<file path="src/design/regset_pkg.sv">
// --------------------
// shared constants for the SPI register block
// frame is 8-bit command then 24-bit data, MSB first
// addresses are 6 bits, only 7, 8 and 9 are mapped
// --------------------
package regset_pkg;

  // frame layout
  localparam int frame_bits = 32;     // full frame, command plus data
  localparam int cmd_bits   = 8;      // opcode and address
  localparam int addr_bits  = 6;
  localparam int data_bits  = 24;

  // register map
  localparam logic [addr_bits-1:0] addr_led     = 6'd7;
  localparam logic [addr_bits-1:0] addr_spi_mux = 6'd8;
  localparam logic [addr_bits-1:0] addr_4094    = 6'd9;

  // reset and readback values
  localparam logic [data_bits-1:0] led_reset        = 24'h000015;
  localparam logic [data_bits-1:0] unknown_readback = 24'h003039;  // 12345 decimal

  // top two command bits
  typedef enum logic [1:0] {
    op_write  = 2'd0,   // replace
    op_set    = 2'd1,   // or in mask
    op_clear  = 2'd2,   // and with inverted mask
    op_toggle = 2'd3    // xor with mask
  } reg_op_e;

endpackage

</file>
<file path="src/design/spi_rx.sv">
// --------------------
// SPI mode 0 receiver, pins sampled in the cs domain
// sck half period must be at least 4 cs cycles
// only a frame of exactly 32 bits raises commit
// end of any frame past the command byte is flagged by
// cmd_strobe and sdo_shift high in the same cycle
// --------------------
module spi_rx (
  input  logic                                     cs,
  input  logic                                     rst_n,
  input  logic                                     sck,
  input  logic                                     ss_n,
  input  logic                                     sdi,
  output logic                                     cmd_strobe,
  output regset_pkg::reg_op_e                      op,
  output logic [regset_pkg::addr_bits-1:0]         addr,
  output logic                                     sdo_shift,
  output logic                                     commit,
  output logic [regset_pkg::data_bits-1:0]         wdata
);

  logic [1:0]  sck_q;        // two-stage synchronizers
  logic [1:0]  ss_q;
  logic [1:0]  sdi_q;
  logic        sck_d;        // previous synchronized sck
  logic        ss_d;         // previous synchronized ss_n
  logic        sck_rise;
  logic        sck_fall;
  logic        ss_rise;
  logic        frame_end;    // one cycle after ss_n rise, frame had a command
  logic [5:0]  bit_cnt;      // saturates, so 33+ bit frames never look complete
  logic [regset_pkg::frame_bits-1:0] shreg;
  logic [regset_pkg::cmd_bits-1:0]   cmd_byte;

  assign sck_rise = sck_q[1] & ~sck_d;
  assign sck_fall = ~sck_q[1] & sck_d;
  assign ss_rise  = ss_q[1] & ~ss_d;

  // command byte as it completes on the 8th rising edge
  assign cmd_byte = {shreg[regset_pkg::cmd_bits-2:0], sdi_q[1]};

  // data word is the last 24 bits shifted in
  assign wdata = shreg[regset_pkg::data_bits-1:0];

  always_ff @(posedge cs or negedge rst_n)
  begin
    if (!rst_n)
    begin
      sck_q <= 2'b00;
      ss_q  <= 2'b11;        // deselected
      sdi_q <= 2'b00;
      sck_d <= 1'b0;
      ss_d  <= 1'b1;
    end
    else
    begin
      sck_q <= {sck_q[0], sck};
      ss_q  <= {ss_q[0], ss_n};
      sdi_q <= {sdi_q[0], sdi};
      sck_d <= sck_q[1];
      ss_d  <= ss_q[1];
    end
  end

  // frame bits enter at the bottom, MSB first
  always_ff @(posedge cs)
  begin
    if (!ss_q[1] && sck_rise)
      shreg <= {shreg[regset_pkg::frame_bits-2:0], sdi_q[1]};
  end

  always_ff @(posedge cs or negedge rst_n)
  begin
    if (!rst_n)
    begin
      bit_cnt    <= '0;
      cmd_strobe <= 1'b0;
      sdo_shift  <= 1'b0;
      commit     <= 1'b0;
      frame_end  <= 1'b0;
      op         <= regset_pkg::op_write;
      addr       <= '0;
    end
    else
    begin
      cmd_strobe <= 1'b0;    // default, strobes last one cycle
      sdo_shift  <= 1'b0;
      commit     <= 1'b0;
      frame_end  <= 1'b0;
      if (ss_q[1])
        bit_cnt <= '0;       // idle between frames
      else if (sck_rise)
      begin
        if (bit_cnt != '1)
          bit_cnt <= bit_cnt + 6'd1;
        if (bit_cnt == 6'(regset_pkg::cmd_bits - 1))
        begin
          cmd_strobe <= 1'b1;                                   // 8th bit arriving
          op         <= regset_pkg::reg_op_e'(cmd_byte[7:6]);
          addr       <= cmd_byte[regset_pkg::addr_bits-1:0];
        end
      end
      else if (sck_fall && bit_cnt > 6'(regset_pkg::cmd_bits) &&
               bit_cnt < 6'(regset_pkg::frame_bits))
        sdo_shift <= 1'b1;   // next read bit, after rising edges 9..31
      if (ss_rise && bit_cnt == 6'(regset_pkg::frame_bits))
        commit <= 1'b1;      // bit_cnt still holds the old count here
      if (ss_rise && bit_cnt >= 6'(regset_pkg::cmd_bits))
        frame_end <= 1'b1;
      if (frame_end)
      begin
        cmd_strobe <= 1'b1;  // paired strobes tell spi_tx to drop its data
        sdo_shift  <= 1'b1;
      end
    end
  end

  // end marker is delayed by one cycle so it cannot land on commit
  a_strobe_commit : assert property (@(posedge cs) disable iff (!rst_n)
    !(cmd_strobe && commit));

endmodule

</file>
<file path="src/design/spi_tx.sv">
// --------------------
// readback shifter for sdo
// sdo is 0 outside the read part of a frame
// cmd_strobe with sdo_shift together clears it
// --------------------
module spi_tx (
  input  logic                              cs,
  input  logic                              rst_n,
  input  logic                              cmd_strobe,
  input  logic                              sdo_shift,
  input  logic [regset_pkg::data_bits-1:0]  rdata,
  output logic                              sdo
);

  logic [regset_pkg::data_bits-1:0] shreg;
  logic                             active;     // between load and frame end
  logic [4:0]                       shift_cnt;  // shifts since load
  logic                             end_mark;

  assign end_mark = cmd_strobe & sdo_shift;

  always_ff @(posedge cs or negedge rst_n)
  begin
    if (!rst_n)
    begin
      shreg     <= '0;
      active    <= 1'b0;
      shift_cnt <= '0;
    end
    else if (end_mark)
    begin
      shreg     <= '0;       // frame over, sdo back to 0
      active    <= 1'b0;
      shift_cnt <= '0;
    end
    else if (cmd_strobe)
    begin
      shreg     <= rdata;    // bit 23 goes straight out
      active    <= 1'b1;
      shift_cnt <= '0;
    end
    else if (sdo_shift && active && shift_cnt != 5'(regset_pkg::data_bits - 1))
    begin
      shreg     <= {shreg[regset_pkg::data_bits-2:0], 1'b0};  // zero fill
      shift_cnt <= shift_cnt + 5'd1;
    end
  end

  // after 23 shifts bit 0 sits on top until the frame ends
  assign sdo = active & shreg[regset_pkg::data_bits-1];

  // shifts only come after the command byte loaded the word
  a_shift_after_load : assert property (@(posedge cs) disable iff (!rst_n)
    (sdo_shift && !cmd_strobe) |-> active);

endmodule

</file>
<file path="src/design/reg_bank.sv">
// --------------------
// three 24-bit control registers
// write, set, clear, toggle applied on commit
// unmapped addresses read 24'h003039, writes ignored
// --------------------
module reg_bank (
  input  logic                              cs,
  input  logic                              rst_n,
  input  logic [regset_pkg::addr_bits-1:0]  addr,
  input  regset_pkg::reg_op_e               op,
  input  logic                              commit,
  input  logic [regset_pkg::data_bits-1:0]  wdata,
  output logic [regset_pkg::data_bits-1:0]  rdata,
  output logic [regset_pkg::data_bits-1:0]  reg_led,
  output logic [regset_pkg::data_bits-1:0]  reg_spi_mux,
  output logic [regset_pkg::data_bits-1:0]  reg_4094
);

  // new register value from old value and the data word
  function automatic logic [regset_pkg::data_bits-1:0] apply_op(
    input regset_pkg::reg_op_e              f_op,
    input logic [regset_pkg::data_bits-1:0] old_val,
    input logic [regset_pkg::data_bits-1:0] mask
  );
    logic [regset_pkg::data_bits-1:0] new_val;
    case (f_op)
      regset_pkg::op_write:  new_val = mask;
      regset_pkg::op_set:    new_val = old_val | mask;
      regset_pkg::op_clear:  new_val = old_val & ~mask;
      regset_pkg::op_toggle: new_val = old_val ^ mask;
      default:               new_val = old_val;
    endcase
    return new_val;
  endfunction

  always_ff @(posedge cs or negedge rst_n)
  begin
    if (!rst_n)
    begin
      reg_led     <= regset_pkg::led_reset;
      reg_spi_mux <= '0;     // no device selected
      reg_4094    <= '0;
    end
    else if (commit)
    begin
      case (addr)
        regset_pkg::addr_led:
          reg_led <= apply_op(op, reg_led, wdata);
        regset_pkg::addr_spi_mux:
          reg_spi_mux <= apply_op(op, reg_spi_mux, wdata);
        regset_pkg::addr_4094:
          reg_4094 <= apply_op(op, reg_4094, wdata);
        default:
          ;                  // unmapped, nothing changes
      endcase
    end
  end

  // read mux, addr is held from the command byte
  always_comb
  begin
    case (addr)
      regset_pkg::addr_led:     rdata = reg_led;
      regset_pkg::addr_spi_mux: rdata = reg_spi_mux;
      regset_pkg::addr_4094:    rdata = reg_4094;
      default:                  rdata = regset_pkg::unknown_readback;
    endcase
  end

  // op comes from spi_rx, must be settled by the time ss_n rise commits
  a_op_known : assert property (@(posedge cs) disable iff (!rst_n)
    commit |-> !$isunknown(op));

endmodule

</file>
<file path="src/design/spi_reg_set.sv">
// --------------------
// SPI configured register block, top level
// all SPI pins synchronized into cs
// register outputs change 4 cs cycles after ss_n rises
// --------------------
module spi_reg_set (
  input  logic                              cs,
  input  logic                              rst_n,
  input  logic                              sck,
  input  logic                              ss_n,     // chip select, active low
  input  logic                              sdi,
  output logic                              sdo,
  output logic [regset_pkg::data_bits-1:0]  reg_led,
  output logic [regset_pkg::data_bits-1:0]  reg_spi_mux,
  output logic [regset_pkg::data_bits-1:0]  reg_4094
);

  logic                              cmd_strobe;
  regset_pkg::reg_op_e               op;
  logic [regset_pkg::addr_bits-1:0]  addr;
  logic                              sdo_shift;
  logic                              commit;
  logic [regset_pkg::data_bits-1:0]  wdata;
  logic [regset_pkg::data_bits-1:0]  rdata;      // readback for the addressed reg

  spi_rx rx_i (
    .cs         (cs),
    .rst_n      (rst_n),
    .sck        (sck),
    .ss_n       (ss_n),
    .sdi        (sdi),
    .cmd_strobe (cmd_strobe),
    .op         (op),
    .addr       (addr),
    .sdo_shift  (sdo_shift),
    .commit     (commit),
    .wdata      (wdata)
  );

  spi_tx tx_i (
    .cs         (cs),
    .rst_n      (rst_n),
    .cmd_strobe (cmd_strobe),
    .sdo_shift  (sdo_shift),
    .rdata      (rdata),
    .sdo        (sdo)
  );

  reg_bank bank_i (
    .cs          (cs),
    .rst_n       (rst_n),
    .addr        (addr),
    .op          (op),
    .commit      (commit),
    .wdata       (wdata),
    .rdata       (rdata),
    .reg_led     (reg_led),
    .reg_spi_mux (reg_spi_mux),
    .reg_4094    (reg_4094)
  );

endmodule

</file>
<file path="config.mk">
export PLATFORM = sky130hd
export DESIGN_NAME = spi_reg_set
export DESIGN_NICKNAME = d
export VERILOG_FILES = /design/src/design/regset_pkg.sv /design/src/design/spi_rx.sv /design/src/design/spi_tx.sv /design/src/design/reg_bank.sv /design/src/design/spi_reg_set.sv
export SDC_FILE = /design/constraint.sdc
export NUM_CORES = 1
export LEC_CHECK = 0
export CORE_MARGIN = 5
export CORE_UTILIZATION = 47
export CTS_BUF_LIST = sky130_fd_sc_hd__clkbuf_8
export DETAILED_ROUTE_END_ITERATION = 8
export DONT_BUFFER_PORTS = 1
export REMOVE_ABC_BUFFERS = 1
export SLEW_MARGIN = 10
export SYNTH_ARGS = -nofsm -noshare
export SYNTH_HDL_FRONTEND = slang
export SYNTH_SLANG_ARGS = --single-unit
</file>
<file path="constraint.sdc">
create_clock -name cs -period 3.3 [get_ports cs]
set_clock_uncertainty 0.05 [all_clocks]
set_input_delay 0.66 -clock cs [delete_from_list [all_inputs] [get_ports cs]]
set_output_delay 0.66 -clock cs [all_outputs]
set_load 0.05 [all_outputs]
</file>
==> impl_results.md <==
* Status: complete, but fails checks
* Failing checks: hold timing
* Initial antenna violation count at 0
* Critical Path Start: rx_i.addr[5]
* Die area at 0.0249 mm2
* Minimum clock period after layout at 2.29 ns
* Layout Cells excl Fill at 1234
* R2r setup slk at 1.01 ns
* GPL Wtd Cong at 0.771
* Synth Instances at 979
* Synth async-reset ratio at 84.2%
* DR pass1 iterations at 5
* DRC Markers at 0
* Post-synth cell types at 48
* Synth top area cells: dfrtp_1 (30%), ha_1 (18%), a211oi_1 (11%), mux2_2 (8.8%), edfxtp_1 (7.0%)
* Ys Warns at 0
* Total area of sequential cells at between 0.003 and 0.004 mm2
* CTS buffer count at 17
* PwrDens at 324 mW/mm2
* Reported max-cap violation count at 0
* Layout cells sized above 1 at around 16%
* Filler cells at a little under 2000
* R2r startpoint: rx_i.addr[5]
* Fin Hold WS at -0.173 ns
* Wire per inst at 18.4 um
* # clock sinks at roughly 150
* Buffers & Inverters on Critical Path at 1
* Crit path capture type: register
* Max-slew violations at 0
* DP HPWL at about 15 mm
* Die Span Y at 158 um
* Leakage power at 4.91 nW
* Critical R2R Capture: tx_i.shreg[5]
* Total congestion overflow at 0
* Setup TNS at 0 ns
* VDD IR-drop max at 0.234 mV
* Period Utilization, post-route at 69.5%
* Seq/Total Area, Yosys at 38.3%
* M1 GR Usage at 24.8%
* Drt first-iter violations at 394
* # IOs at roughly 80
* Root Buffer: clkbuf_8
* Most frequent cells in the layout: a211oi_1 (148), ha_1 (147), dfrtp_1 (119)
* GRT Max-Usage Layer: met2
* CTS max path bufs at 2
* Synthesized flop and latch total at approximately 150
* Synth-to-Final Area Change at 5.18%
* First-pass GRT wire length at approximately 38 mm
* Ant. Diodes at 0
* Clock Latency Late Sink at 0.47 ns
* Overall Global Routing Usage at 18.7%
* Multi-input gate area at 0.00559 mm2
* Grt met3 use at approximately 4.9%
* WL final at 22.7 mm
* FMAX at 0.436 GHz
* RSZ-0062 raised after global routing: no
* Top cell type by total area after synthesis: dfrtp_1
* Initial Util at a little under half
* Met2 usage at 30.8%
* Hold Vio Cnt, Final at 122
* Maximum number of pins on one net before global-route repair at 129
* Mapped Avg Cell Area at 10.5 um2
* Number of buffers added on ports at 0
* Tot Pwr at 0.00350 W
* Share of the synthesized area in the top cell type at 29.7%
* Worst endpoint required time at 3.61 ns
* Crit Path Max Fanout at 12
* Slew HR at 46.1%
* Vias in the first global route at a little over 7000
* Core Area at 0.0217 mm2
* CTS tree: yes
* Reg clk slew, reported paths at between 0.1 and 0.15 ns
* Critical-path cell list: nor2_1 -> and2_1 -> buf_4 -> a221oi_1 -> a211oi_1
* Final Setup Violations at 0
* CTS H-tree lvls at 4
* Post-CTS setup buffer count at 0
* Worst Tran Pin Value at approximately 0.81 ns
* Main synth FF type: dfrtp_1
* Vias/cell at slightly below 6
* DP Cell Count at 1202
* Kind of critical path: register to register
* R2R depth at 5
* DRT antenna net count at 0
* Slowest stage delay, CP at 0.66 ns
* Worst setup SP type: register
* WP data arrival at 2.60 ns
* EDFF count, synth at 24
* Layout Nets at 1093
* DR vias at 7232
* # rows at 54
* Worst Hold Class: input pin to asynchronous set/reset pin
* Chip Width at 158 um
* Mapped Area at 0.0103 mm2
* Commonest non-fill, non-tap cell in the layout: a211oi_1
* CP delay by family, top: simple AND/OR/NAND/NOR gates
* Critical path's slowest cell: and2_1
* PostCTS Resize Cnt at 0
==> flip-flops by register name (all words and copies together), names as in the netlist, 2 cells and up <==
register            count
bank_i.reg_4094        24
bank_i.reg_led         24
bank_i.reg_spi_mux     24
rx_i.shreg             24
tx_i.shreg             24
rx_i.addr               6
rx_i.bit_cnt            6
tx_i.shift_cnt          5
rx_i.op                 2
rx_i.sck_q              2
rx_i.sdi_q              2
rx_i.ss_q               2
==> cells in the mapped netlist, drive strengths merged, types with 20 or more instances <==
cell    number
a22oi       20
ha         147
mux2i       27
o21ai       23
a211oi     149
dfrtp      122
mux2        80
inv        102
o22ai       20
a21oi       74
edfxtp      24
nor2        38
clkbuf      28
buf         43
nand2       26
==> final cells by class <==
class	instances	share of cell area [%]
multi-input cells	654	51.8
flip-flops and latches	152	36.5
inverters	102	3.54
repair buffers	14	1.20
well taps	280	3.24
clock inverters	15	1.58
clock buffers	17	2.17
==> metal layers <==
layer	share of wire (%)	routed length (um)
met5	0	0
met4	1.1	248
met3	5.6	1270
met2	47	10700
met1	46	10500
==> through the flow <==
stage / util (%) / hold slack (ns) / area, um2 / setup WS, ns
3_5_place_dp: 47.9 / 0.286 / 10400 / 1.04
2_1_floorplan: - / 0.281 / 9900 / -0.972
3_3_place_gp: 47.9 / 0.284 / 10400 / 1.05
4_1_cts: 49.8 / -0.206 / 10800 / 1.03
6_report: 49.8 / -0.173 / 10800 / 1.01
5_1_grt: 49.8 / -0.213 / 10800 / 0.876
==> worst max path at each step <==
stage / end / cells after the start
after floorplan: bank_i.reg_4094[0] / 4
after detailed placement: bank_i.reg_led[22] / 4
after global placement: tx_i.shreg[5] / 5
after CTS: tx_i.shreg[5] / 5
final: tx_i.shreg[5] / 5
after global routing: tx_i.shreg[5] / 5
==> where the power goes <==
group | total, W | internal [W] | switching (W)
combinational | 0.0000689 | 0.0000250 | 0.0000439
sequential | 0.00193 | 0.00192 | 0.0000118
clock | 0.00150 | 0.000643 | 0.000856
total | 0.00350 | 0.00259 | 0.000912
==> worst register-to-register path, delay by kind of cell (launching register included) <==
kind | cells | cell delay, ns
buf+inv | 1 | 0.35
compound gates | 2 | 0.39
flops | 1 | 0.42
simple gates | 2 | 0.99
==> cell families (layout without fill, tap and decap cells) <==
| kind of cell | after synthesis | after routing | share of synthesized area, % |
|---|---|---|---|
| AO/OA/AOI/OAI | 296 | 296 | 19.7 |
| XOR/XNOR | 8 | 8 | 0.682 |
| adder cells (fa/ha/maj) | 147 | 147 | 17.9 |
| buffers and inverters | 173 | 148 | 7.32 |
| flip-flops | 152 | 152 | 38.3 |
| multiplexers | 107 | 107 | 11.4 |
| AND/OR/NAND/NOR | 96 | 96 | 4.75 |
Power figures use the tool's default switching activity.
